## config.mk

```make
export PLATFORM = sky130hd
export DESIGN_NAME = mc_link_fifo
export DESIGN_NICKNAME = d
export VERILOG_FILES = /design/src/verilog/mc_pkg.sv /design/src/verilog/mc_link_fifo.sv
export SDC_FILE = /design/constraint.sdc
export NUM_CORES = 1
export LEC_CHECK = 0
export ABC_AREA = 1
export BUFFER_PORTS_ARGS = -buffer_cell sky130_fd_sc_hd__buf_2
export CAP_MARGIN = 20
export CELL_PAD_IN_SITES_DETAIL_PLACEMENT = 1
export CELL_PAD_IN_SITES_GLOBAL_PLACEMENT = 2
export CORE_MARGIN = 2
export CORE_UTILIZATION = 40
export DETAILED_ROUTE_END_ITERATION = 8
export PLACE_DENSITY = 0.89
export SETUP_SLACK_MARGIN = 0.4
export SKIP_CTS_REPAIR_TIMING = 1
export SLEW_MARGIN = 10
export SYNTH_ARGS = -nofsm -noshare
export SYNTH_HDL_FRONTEND = slang
export SYNTH_SLANG_ARGS = --single-unit
```

## constraint.sdc

```tcl
create_clock -name clk -period 4.88 [get_ports clk]
set_clock_uncertainty 0.15 [all_clocks]
set_input_delay 0.732 -clock clk [delete_from_list [all_inputs] [get_ports clk]]
set_output_delay 0.732 -clock clk [all_outputs]
set_load 0.005 [all_outputs]
```

## src/verilog/mc_pkg.sv

```systemverilog
package mc_pkg;

  // bus widths
  localparam int DATA_W     = 32;
  localparam int APB_ADDR_W = 8;

  // endpoint memory
  localparam int MEM_WORDS = 256;
  localparam int MEM_IDX_W = 8;   // log2 of MEM_WORDS

  // link buffer
  localparam int FIFO_DEPTH = 4;
  localparam int FIFO_PTR_W = $clog2(FIFO_DEPTH);
  localparam int FIFO_CNT_W = $clog2(FIFO_DEPTH + 1);

  localparam int LOAD_ID_W = 12;

  // host register map
  localparam logic [APB_ADDR_W-1:0] REG_ADDR   = 8'h00;
  localparam logic [APB_ADDR_W-1:0] REG_DATA   = 8'h04;
  localparam logic [APB_ADDR_W-1:0] REG_CMD    = 8'h08;
  localparam logic [APB_ADDR_W-1:0] REG_STATUS = 8'h0C;
  localparam logic [APB_ADDR_W-1:0] REG_RESP   = 8'h10;

  // STATUS bit positions
  localparam int STAT_NOT_EMPTY = 0;
  localparam int STAT_RESP_HELD = 1;
  localparam int STAT_RESP_ERR  = 2;

  typedef enum logic {
    MC_OP_STORE = 1'b0,
    MC_OP_LOAD  = 1'b1
  } mc_op_e;

  // load view of the payload, tag in the low bits
  typedef struct packed {
    logic [DATA_W-LOAD_ID_W-1:0] pad;
    logic [LOAD_ID_W-1:0]        load_id;
  } mc_load_info_s;

  // store data or load info, selected by the packet op
  typedef union packed {
    logic [DATA_W-1:0] data;
    mc_load_info_s     load_info;
  } mc_payload_u;

  // 65 bits
  typedef struct packed {
    mc_op_e            op;
    logic [DATA_W-1:0] addr;      // word address
    mc_payload_u       payload;
  } mc_req_pkt_s;

  // 45 bits
  typedef struct packed {
    logic [LOAD_ID_W-1:0] load_id;
    logic [DATA_W-1:0]    data;
    logic                 err;
  } mc_resp_pkt_s;

endpackage

```

## src/verilog/mc_link_fifo.sv

```systemverilog
module mc_link_fifo import mc_pkg::*; (
  input  logic        clk,
  input  logic        rst_n_i,

  input  mc_req_pkt_s enq_i,
  input  logic        enq_valid_i,
  output logic        enq_ready_o,

  output mc_req_pkt_s deq_o,
  output logic        deq_valid_o,
  input  logic        deq_ready_i,

  output logic        not_empty_o
);

  mc_req_pkt_s           mem_q [FIFO_DEPTH];
  logic [FIFO_PTR_W-1:0] wr_ptr_q;
  logic [FIFO_PTR_W-1:0] rd_ptr_q;
  logic [FIFO_CNT_W-1:0] count_q;
  logic                  enq_fire;
  logic                  deq_fire;

  assign enq_ready_o = (count_q != FIFO_CNT_W'(FIFO_DEPTH));
  assign deq_valid_o = (count_q != '0);
  assign not_empty_o = deq_valid_o;
  assign deq_o       = mem_q[rd_ptr_q];

  assign enq_fire = enq_valid_i & enq_ready_o;
  assign deq_fire = deq_valid_o & deq_ready_i;

  always_ff @(posedge clk) begin
    if (enq_fire) mem_q[wr_ptr_q] <= enq_i;
  end

  always_ff @(posedge clk or negedge rst_n_i) begin
    if (!rst_n_i) begin
      wr_ptr_q <= '0;
      rd_ptr_q <= '0;
      count_q  <= '0;
    end else begin
      if (enq_fire) begin
        wr_ptr_q <= (wr_ptr_q == FIFO_PTR_W'(FIFO_DEPTH - 1)) ? '0 : wr_ptr_q + 1'b1;
      end
      if (deq_fire) begin
        rd_ptr_q <= (rd_ptr_q == FIFO_PTR_W'(FIFO_DEPTH - 1)) ? '0 : rd_ptr_q + 1'b1;
      end
      // both at once leaves the count alone
      if (enq_fire && !deq_fire) begin
        count_q <= count_q + 1'b1;
      end else if (deq_fire && !enq_fire) begin
        count_q <= count_q - 1'b1;
      end
    end
  end

endmodule

```

==> reports/qor.csv <==
stage;metric;value;unit
sta;worst_pin_slew;0.928;ns
power;ir_drop;393;uV
clocking;worstSkewPairLatency;0.54;ns
grt;first_global_vias;7081;
drt;ant_nets;0;
power;leakage;5.07;nW
logic_synthesis;yosysUniqueCellTypes;18;
status;outcome;finished, final reports clean;
placement;gp_congestion;0.721;
drt;drt_iter0_drc;390;
power;power.switching;0.00257;W
drt;finalWirelength;23.9;mm
finish;drive_above_1_share;21.8;%
setup_path;r2r_end;mem_q[2][25]$_DFFE_PP_;
drt;vias_per_cell;4.97;
sta;finalHoldViolCount;0;
logic_synthesis;synthCells;818;
floorplanning;fp.dieH;169;um
finish;fillers;2771;
hold_path;whs_endpoint;mem_q[2][58]$_DFFE_PP_;
floorplanning;start_util;40.5;%
grt;grt_overflow;0;
floorplanning;die_x;169;um
setup_path;rr_startpoint;count_q[0]$_DFFE_PN0P_;
logic_synthesis;synthTopCellsByArea;edfxtp_1 72%, o211ai_1 7.9%, nand2_1 7.2%;
setup_path;crit_type;flip-flop to output pin;
job;cap_violations;0;
power;seqPwrFrac;42.2;%
logic_synthesis;synth_top_area_share;71.7;%
logic_synthesis;ys_seq_area_share;73.3;%
clocking;clk_pin_slew;0.06;ns
placement;numPortBuffers;136;
sta;setup_ws;1.43;ns
clocking;htree_num_levels;1;
hold_path;hp-class;input pin to flip-flop;
power;switching_share;33.6;%
drt;drc;0;
floorplanning;pin_count;137;
power;power_density;601;mW/mm2
setup_path;rrSetupSlack;2.27;ns
floorplanning;die_area;0.0286;mm2
setup_path;critPathArrivalTime;2.57;ns
floorplanning;core;0.0269;mm2
logic_synthesis;syn_nets;894;
clocking;cts-buffers-inserted;28;
drt;drt_pre_antenna_iters;4;
sta;slew_viol_final;0;
hold_path;hold_start;enq_i[58];
logic_synthesis;yosys_warnings;0;
logic_synthesis;yosysTopAreaCell;edfxtp_1;
setup_path;ff2ff_path_depth;5;
sta;finalSetupViolations;0;
grt;antenna_found_initial;3;
grt;grt_max_degree;102;
power;finalPower;0.00766;W
clocking;clock-sinks;267;
grt;grt.total_usage;17.1;%
grt;grt_first_pass_wirelength;38.5;mm
placement;pre_cts_slack;1.96;ns
setup_path;critPathLaunchType;flip-flop;
setup_path;path_cells;buf_4 -> nand2_1 -> o211ai_1 -> nand2_1 -> buf_2;
finish;nets;1031;
power;pwr-share-comb;30.6;%
drt;num_vias;6548;
setup_path;required;4.00;ns
sta;period_share;70.7;%
floorplanning;row_count;60;
sta;rsz0062_at_grt;no;
placement;detailed_place_hpwl;15.3;mm
power;power_frac_clock;27.3;%
setup_path;crit_slowest_cell;dfrtp_4;
clocking;clockBufferDepth;3;
clocking;cts_root_buf;clkbuf_16;
setup_path;endpoint_kind;output pin;
logic_synthesis;synth_seq_cells;267;
setup_path;critPathMaxStageDelay;1.00;ns
sta;fmax;0.290;GHz
sta;max_slew_margin;38.2;%
hold_path;holdPathStages;1;
sta;period_minus_slack;3.45;ns
drt;routedWlPerCell;18.2;um
logic_synthesis;syn-cell-area;0.0109;mm2
finish;syn_to_final_growth;16.9;%
logic_synthesis;synth.avg_cell_area;13.3;um2
power;p_int;0.00509;W
setup_path;crit_fanout;82;
setup_path;path_common_cell;nand2_1;
sta;setup_tns;0;ns
clocking;cts_tree;built;
sequential cells by signal, indices dropped and copies added, names as in the netlist:
name / cells
mem_q: 260
count_q: 3
rd_ptr_q: 2
wr_ptr_q: 2
power groups by stage:
stage	Sequential (W)	Combinational [W]	Clock, W
after floorplan	0.00319	0.00162	0
after global placement	0.00325	0.00230	0
after detailed placement	0.00329	0.00241	0
after CTS	0.00324	0.00242	0.00213
after global routing	0.00328	0.00264	0.00222
final	0.00323	0.00234	0.00209
cell type report:
| cell class | instances | area (um2) | area share, % |
|---|---|---|---|
| Antenna cell | 1 | 2.50 | 0.0197 |
| Clock buffer | 32 | 737 | 5.79 |
| Clock inverter | 18 | 163 | 1.28 |
| Inverter | 144 | 541 | 4.24 |
| Multi-Input combinational cell | 363 | 2050 | 16.1 |
| Sequential cell | 267 | 7990 | 62.7 |
| Tap cell | 341 | 427 | 3.35 |
| Timing Repair Buffer | 151 | 828 | 6.50 |
cell families after synthesis:
logic type | share of synthesized area [%]
XOR/XNOR | 0.0804
adder cells (fa/ha/maj) | 0.873
AND/OR/NAND/NOR | 7.82
flip-flops | 73.3
AO/OA/AOI/OAI | 9.74
buffers and inverters | 8.18
how the worst max path moves through the flow:
stage	start	endpoint	depth (start not counted)
floorplan	enq_valid_i	mem_q[0][0]$_DFFE_PP_	2
global placement	rd_ptr_q[1]$_DFFE_PN0P_	deq_o[16]	5
detailed placement	rd_ptr_q[0]$_DFFE_PN0P_	deq_o[47]	5
CTS	rd_ptr_q[0]$_DFFE_PN0P_	deq_o[47]	5
global route	rd_ptr_q[0]$_DFFE_PN0P_	deq_o[47]	5
finish	rd_ptr_q[0]$_DFFE_PN0P_	deq_o[47]	5
cell usage after synthesis (all sizes together):
master	instances
dfrtp	7
xnor2	1
buf	41
nand4	1
ha	6
nand2	210
o211ai	130
nand3	7
o21ai	1
edfxtp	260
inv	144
nor2	6
clkbuf	3
fa	1
critical path: cells and delay by family, from the launching register on:
kind                   cells  cell delay, ns
DFF                        1            1.00
buffers and inverters      2            0.66
and+or+nand+nor            2            0.24
AOI/OAI and AO/OA          1            0.09
per-stage QoR:
stage	hold slack (ns)	std cells	utilization, %	area [um2]
2_1_floorplan	0.286	818	-	10900
3_3_place_gp	0.331	1264	43.9	11800
3_5_place_dp	0.351	1265	44.0	11800
4_1_cts	-0.142	1315	47.3	12700
5_1_grt	0.253	1316	47.4	12700
6_report	0.263	1317	47.4	12700
layer usage:
metal	global-route usage, %	wire length (um)	vias to the layer above
li1	-	-	3105
met1	22.0	10400	3269
met2	30.5	12000	129
met3	2.78	1030	43
met4	4.16	490	2
met5	0	13	-
cell usage in the layout, fill, tap and decap left out:
cell / n
nand2_1: 210
o21ai_0: 1
ha_1: 6
buf_16: 1
buf_4: 12
dfrtp_1: 5
dfrtp_4: 2
xnor2_1: 1
buf_2: 136
nor2_1: 2
diode_2: 1
clkinv_2: 6
clkinv_1: 7
clkinvlp_4: 1
inv_2: 1
fa_1: 1
inv_1: 143
clkinv_4: 1
bufinv_16: 3
o211ai_2: 16
clkbuf_1: 3
edfxtp_1: 260
clkbuf_16: 29
dlygate4sd3_1: 1
o211ai_1: 114
buf_12: 1
nand3_1: 7
nand4_1: 1
nor2_4: 4
No activity file was read; power rests on OpenSTA's default activity.
