**config.mk**
```make
export PLATFORM = sky130hd
export DESIGN_NAME = mc_io_loader
export DESIGN_NICKNAME = d
export VERILOG_FILES = /design/src/verilog/mc_pkg.sv /design/src/verilog/mc_io_loader.sv
export SDC_FILE = /design/constraint.sdc
export NUM_CORES = 1
export LEC_CHECK = 0
export BUFFER_PORTS_ARGS = -buffer_cell sky130_fd_sc_hd__buf_2
export CAP_MARGIN = 20
export CORE_MARGIN = 10
export CORE_UTILIZATION = 48
export CTS_CLUSTER_SIZE = 30
export DETAILED_ROUTE_END_ITERATION = 16
export GPL_ROUTABILITY_DRIVEN = 0
export PLACE_DENSITY = 0.8
export SLEW_MARGIN = 20
export SYNTH_ARGS = -nofsm -noshare
export SYNTH_HDL_FRONTEND = slang
export SYNTH_SLANG_ARGS = --single-unit
```
**constraint.sdc**
```tcl
create_clock -name clk -period 3.2 [get_ports clk]
set_input_delay 0.64 -clock clk [delete_from_list [all_inputs] [get_ports clk]]
set_output_delay 0.64 -clock clk [all_outputs]
set_load 0.01 [all_outputs]
```
**src/verilog/mc_pkg.sv**
```systemverilog
package mc_pkg;

  // bus widths
  localparam int DATA_W     = 32;
  localparam int APB_ADDR_W = 8;

  // endpoint memory
  localparam int MEM_WORDS = 256;
  localparam int MEM_IDX_W = 8;   // log2 of MEM_WORDS

  // link buffer
  localparam int FIFO_DEPTH = 4;
  localparam int FIFO_PTR_W = $clog2(FIFO_DEPTH);
  localparam int FIFO_CNT_W = $clog2(FIFO_DEPTH + 1);

  localparam int LOAD_ID_W = 12;

  // host register map
  localparam logic [APB_ADDR_W-1:0] REG_ADDR   = 8'h00;
  localparam logic [APB_ADDR_W-1:0] REG_DATA   = 8'h04;
  localparam logic [APB_ADDR_W-1:0] REG_CMD    = 8'h08;
  localparam logic [APB_ADDR_W-1:0] REG_STATUS = 8'h0C;
  localparam logic [APB_ADDR_W-1:0] REG_RESP   = 8'h10;

  // STATUS bit positions
  localparam int STAT_NOT_EMPTY = 0;
  localparam int STAT_RESP_HELD = 1;
  localparam int STAT_RESP_ERR  = 2;

  typedef enum logic {
    MC_OP_STORE = 1'b0,
    MC_OP_LOAD  = 1'b1
  } mc_op_e;

  // load view of the payload, tag in the low bits
  typedef struct packed {
    logic [DATA_W-LOAD_ID_W-1:0] pad;
    logic [LOAD_ID_W-1:0]        load_id;
  } mc_load_info_s;

  // store data or load info, selected by the packet op
  typedef union packed {
    logic [DATA_W-1:0] data;
    mc_load_info_s     load_info;
  } mc_payload_u;

  // 65 bits
  typedef struct packed {
    mc_op_e            op;
    logic [DATA_W-1:0] addr;      // word address
    mc_payload_u       payload;
  } mc_req_pkt_s;

  // 45 bits
  typedef struct packed {
    logic [LOAD_ID_W-1:0] load_id;
    logic [DATA_W-1:0]    data;
    logic                 err;
  } mc_resp_pkt_s;

endpackage

```
**src/verilog/mc_io_loader.sv**
```systemverilog
module mc_io_loader import mc_pkg::*; (
  input  logic                  clk,
  input  logic                  rst_n_i,

  // host side
  input  logic                  psel_i,
  input  logic                  penable_i,
  input  logic                  pwrite_i,
  input  logic [APB_ADDR_W-1:0] paddr_i,
  input  logic [DATA_W-1:0]     pwdata_i,
  output logic [DATA_W-1:0]     prdata_o,
  output logic                  pready_o,
  output logic                  pslverr_o,

  // request packets out
  output mc_req_pkt_s           req_o,
  output logic                  req_valid_o,
  input  logic                  req_ready_i,

  // load responses in
  input  mc_resp_pkt_s          resp_i,
  input  logic                  resp_valid_i,
  output logic                  resp_ready_o,

  input  logic                  link_busy_i
);

  logic                 access;
  logic                 wr_addr;
  logic                 wr_data;
  logic                 wr_cmd;
  logic                 rd_resp;
  logic                 req_fire;

  logic [DATA_W-1:0]    addr_q;
  logic [DATA_W-1:0]    data_q;
  logic [LOAD_ID_W-1:0] load_id_q;
  mc_resp_pkt_s         resp_q;
  logic                 resp_held_q;
  mc_op_e               cmd_op;

  assign access  = psel_i & penable_i;
  assign wr_addr = access & pwrite_i & (paddr_i == REG_ADDR);
  assign wr_data = access & pwrite_i & (paddr_i == REG_DATA);
  assign wr_cmd  = access & pwrite_i & (paddr_i == REG_CMD);
  assign rd_resp = access & ~pwrite_i & (paddr_i == REG_RESP);

  assign cmd_op   = mc_op_e'(pwdata_i[0]);
  assign req_fire = req_valid_o & req_ready_i;

  // packet is offered for the whole access phase of a CMD write
  assign req_valid_o = wr_cmd;

  always_comb begin
    req_o.op   = cmd_op;
    req_o.addr = addr_q;
    if (cmd_op == MC_OP_LOAD) begin
      req_o.payload.load_info.pad     = '0;
      req_o.payload.load_info.load_id = load_id_q;
    end else begin
      req_o.payload.data = data_q;
    end
  end

  // host waits on a CMD write until the link buffer takes it
  assign pready_o  = access & (~wr_cmd | req_ready_i);
  assign pslverr_o = rd_resp & ~resp_held_q;

  always_comb begin
    prdata_o = '0;
    case (paddr_i)
      REG_ADDR: prdata_o = addr_q;
      REG_DATA: prdata_o = data_q;
      REG_STATUS: begin
        prdata_o[STAT_NOT_EMPTY] = link_busy_i;
        prdata_o[STAT_RESP_HELD] = resp_held_q;
        prdata_o[STAT_RESP_ERR]  = resp_held_q & resp_q.err;
      end
      REG_RESP: if (resp_held_q) prdata_o = resp_q.data;
      default: prdata_o = '0;
    endcase
  end

  always_ff @(posedge clk) begin
    if (wr_addr) addr_q <= pwdata_i;
    if (wr_data) data_q <= pwdata_i;
    if (resp_valid_i && resp_ready_o) resp_q <= resp_i;
  end

  always_ff @(posedge clk or negedge rst_n_i) begin
    if (!rst_n_i) begin
      load_id_q <= '0;
    end else if (req_fire && req_o.op == MC_OP_LOAD) begin
      load_id_q <= load_id_q + 1'b1;
    end
  end

  // single holding register, freed by a RESP read
  assign resp_ready_o = ~resp_held_q;

  always_ff @(posedge clk or negedge rst_n_i) begin
    if (!rst_n_i) begin
      resp_held_q <= 1'b0;
    end else if (resp_valid_i && resp_ready_o) begin
      resp_held_q <= 1'b1;
    end else if (rd_resp) begin
      resp_held_q <= 1'b0;
    end
  end

endmodule

```
==> out/qor.txt <==
=====================================================================================================
Die span in y ..........................................................................       118 um
Hold buffer count at CTS ...............................................................            0
Worst IR drop on VDD ...................................................................     0.281 mV
Area added between synthesis and finish ................................................        27.0%
Die boundary width .....................................................................       118 um
Number of distinct library cells after synthesis .......................................           31
Final setup viols ......................................................................            0
# IOs ..................................................................................          194
Highest-count cells in the layout ignoring fill and taps ............................... sky130_fd_sc_hd__buf_2, sky130_fd_sc_hd__edfxtp_1, sky130_fd_sc_hd__nand2_1
Worst-case clock skew ..................................................................    0.0113 ns
Post-synthesis cell area ...............................................................  0.00466 mm2
Average wire per standard cell .........................................................      20.0 um
Initial antenna violation count ........................................................            0
Count of nets left with antenna violations after detail routing ........................            0
Global-route usage over all layers .....................................................        18.1%
Unrepaired setup endpoints after global routing ........................................        false
Via count of the first global-routing pass .............................................         3618
# Max-Cap Violations ...................................................................            0
Reg-to-Reg Start ....................................................................... resp_held_q$_DFFE_PN0P_
Share of the cycle needed by the critical path after routing ...........................        88.3%
Total Die Area .........................................................................   0.0140 mm2
Outcome ................................................................................    completed
Final total negative setup slack .......................................................         0 ns
Ratio of cells with drive above 1 in the final layout ..................................        44.5%
Post-Synthesis Net Count ...............................................................          422
Worst path setup slack after routing ...................................................     0.374 ns
Wire length of the first global-routing pass ...........................................      20.1 mm
Tmin final .............................................................................      2.83 ns
Root buffer selected by CTS ............................................................ sky130_fd_sc_hd__clkbuf_8
Starting density of the core ...........................................................        49.9%
Main combinational cell family by area after synthesis ................................. simple AND/OR/NAND/NOR gates
Input/output buffers ...................................................................          181
Post-layout total power ................................................................      2.46 mW
Category of the most critical setup path ............................................... primary input to output pin
Mean Syn Cell Area .....................................................................     14.2 um2
Highest clock rate .....................................................................      354 MHz
Initial DRC Count ......................................................................          145
Depth of the worst register-to-register path ...........................................            2
Largest net degree at the start of global routing ......................................           33
Average via count per standard cell ....................................................         5.15
Post-synthesis share of cell area spent on full adders, half adders and majority gates .       0.269%
TritonCTS Buffers ......................................................................            9
# resized after CTS ....................................................................            0
Maximum clock path buffer count ........................................................            2
Area of the core region ................................................................  0.00933 mm2
Worst-path clk slew ....................................................................      0.10 ns
Compound-gate portion of the synthesized area ..........................................        4.22%
Data required time of the worst path ...................................................      2.56 ns
Source of the critical timing path .....................................................   paddr_i[1]
Final hold vios ........................................................................            0
Type of origin of the critical path .................................................... primary input
Category of the worst setup path capture point .........................................   output pin
Sequential element share of the synthesized area .......................................        69.6%
Synth Warn # ...........................................................................            0
Setup Fix Bufs, Post-CTS ...............................................................            0
Synthesized instance count .............................................................          328
Share of synthesized area spent on multiplexers ........................................        9.59%
GRT Residual Overflow ..................................................................            0
Top fanout value on the critical path ..................................................           32
First-pass detailed-route iteration total ..............................................            4
Overall via count from detail_route ....................................................         3324
Worst setup timing slack at the placement stage ........................................     0.394 ns
TritonCTS sink count ...................................................................          110
Final slew viol count ..................................................................            0
Slew of the pin with the lowest slew margin ............................................     0.527 ns
Setup slack of the worst register-to-register path .....................................      1.51 ns
H-Tree Depth ...........................................................................            3
Flip-flop and latch count after synthesis ..............................................          110
Number of rows created at floorplan ....................................................           35
Number of remaining DRC errors .........................................................            0
Area share of and/or/nand/nor cells after synthesis ....................................        11.7%
Leakage dissipation ....................................................................      2.58 nW
Leading cell type in the layout, fill and taps excluded ................................ sky130_fd_sc_hd__buf_2
Xor/xnor share of the synthesized area .................................................        2.07%
Total half-perimeter wirelength after legalization and detailed placement ..............      9.72 mm
Inserted Diodes ........................................................................            0
Total Nets Final .......................................................................          606
Power per standard cell area ...........................................................   415 mW/mm2
RR Endpoint ............................................................................ resp_q[12]$_DFFE_PP_
TritonCTS clock tree ...................................................................        built
Worst min-delay path category .......................................................... primary input to asynchronous set/reset pin
Clk_lat worst skew .....................................................................      0.35 ns
Data arrival, critical path ............................................................      2.19 ns
Slew Limit Headroom ....................................................................        64.8%
WL final ...............................................................................      12.9 mm
=====================================================================================================
[state kept, by name, summed over array words and instances, names as in the netlist]
name	cells
load_id_q	12
addr_q	32
resp_q	33
data_q	32
resp_held_q	1
[layer usage]
metal | global-route usage, % | routed length (um) | vias to the layer above
met4 | 5.27 | 131 | 0
met5 | 0 | 0 | -
li1 | - | - | 1565
met1 | 19.6 | 5010 | 1630
met2 | 32.3 | 6740 | 116
met3 | 6.85 | 1050 | 13
[cells by family (layout without fill, tap and decap cells)]
group | after synthesis | after routing
buffers and inverters | 26 | 215
and+or+nand+nor | 99 | 99
xor gates and xnor gates | 11 | 11
AOI/OAI and AO/OA | 38 | 38
DFF | 110 | 110
adders and majority gates | 1 | 1
muxes | 43 | 43
[how the worst max path moves through the flow]
stage,depth (start not counted),endpoint
global route,7,prdata_o[5]
finish,7,prdata_o[25]
CTS,7,prdata_o[25]
floorplan,5,addr_q[0]$_DFFE_PP_
detailed placement,7,prdata_o[25]
global placement,7,prdata_o[16]
[synthesized netlist by cell type]
| cell | number | share of area [%] |
|---|---|---|
| sky130_fd_sc_hd__and4_1 | 2 | 0.38 |
| sky130_fd_sc_hd__a32oi_1 | 1 | 0.19 |
| sky130_fd_sc_hd__nor2b_1 | 22 | 3.0 |
| sky130_fd_sc_hd__inv_1 | 7 | 0.56 |
| sky130_fd_sc_hd__o21ai_1 | 28 | 3.0 |
| sky130_fd_sc_hd__nand2_1 | 39 | 3.1 |
| sky130_fd_sc_hd__a22oi_1 | 1 | 0.16 |
| sky130_fd_sc_hd__nor4_2 | 6 | 1.6 |
| sky130_fd_sc_hd__and4b_1 | 1 | 0.22 |
| sky130_fd_sc_hd__o21ai_0 | 6 | 0.65 |
| sky130_fd_sc_hd__nand4_2 | 1 | 0.27 |
| sky130_fd_sc_hd__buf_4 | 1 | 0.16 |
| sky130_fd_sc_hd__buf_2 | 4 | 0.43 |
| sky130_fd_sc_hd__xnor2_1 | 1 | 0.19 |
| sky130_fd_sc_hd__buf_6 | 2 | 0.48 |
| sky130_fd_sc_hd__dfrtp_1 | 13 | 7.0 |
| sky130_fd_sc_hd__ha_1 | 1 | 0.27 |
| sky130_fd_sc_hd__edfxtp_1 | 97 | 63 |
| sky130_fd_sc_hd__mux2i_1 | 30 | 6.4 |
| sky130_fd_sc_hd__nor3_2 | 1 | 0.22 |
| sky130_fd_sc_hd__xor2_1 | 10 | 1.9 |
| sky130_fd_sc_hd__clkbuf_1 | 12 | 0.97 |
| sky130_fd_sc_hd__mux2_2 | 13 | 3.1 |
| sky130_fd_sc_hd__and3_1 | 1 | 0.13 |
| sky130_fd_sc_hd__nor4_1 | 4 | 0.54 |
| sky130_fd_sc_hd__nand4_1 | 1 | 0.13 |
| sky130_fd_sc_hd__nand3_1 | 8 | 0.86 |
| sky130_fd_sc_hd__nor3_1 | 5 | 0.54 |
| sky130_fd_sc_hd__nor2_1 | 7 | 0.56 |
| sky130_fd_sc_hd__or2_1 | 1 | 0.13 |
| sky130_fd_sc_hd__a21oi_1 | 2 | 0.22 |
[worst max-delay path, cell delays in order]
cell and delay (ns):
sky130_fd_sc_hd__buf_2 0.11, sky130_fd_sc_hd__nor4_1 0.44, sky130_fd_sc_hd__and4_1 0.25, sky130_fd_sc_hd__buf_4 0.36, sky130_fd_sc_hd__nand2_1 0.13, sky130_fd_sc_hd__o21ai_1 0.10, sky130_fd_sc_hd__buf_2 0.15
[final cells by class]
| cell class | instances | area [um2] |
|---|---|---|
| clock buffers | 9 | 124 |
| clock inverters | 7 | 47.5 |
| fillers | 743 | 3420 |
| inverters | 7 | 26.3 |
| multi-input cells | 192 | 1330 |
| flip-flops and latches | 110 | 3240 |
| well taps | 129 | 161 |
| repair buffers | 192 | 988 |
[power breakdown]
part	leakage, nW	internal [mW]	switching, mW
Sequential	1.04	1.56	0.000477
Combinational	1.44	0.0682	0.0778
Clock	0.0895	0.287	0.461
[metrics by stage]
| step | cells | utilization (%) | hold WS [ns] | instance area, um2 |
|---|---|---|---|---|
| 2_1_floorplan | 328 | - | 0.344 | 4670 |
| 3_3_place_gp | 630 | 61.5 | 0.472 | 5740 |
| 3_5_place_dp | 630 | 61.5 | 0.469 | 5740 |
| 4_1_cts | 646 | 63.4 | 0.152 | 5910 |
| 5_1_grt | 646 | 63.4 | 0.156 | 5910 |
| 6_report | 646 | 63.4 | 0.164 | 5910 |
Power figures use the tool's default switching activity.
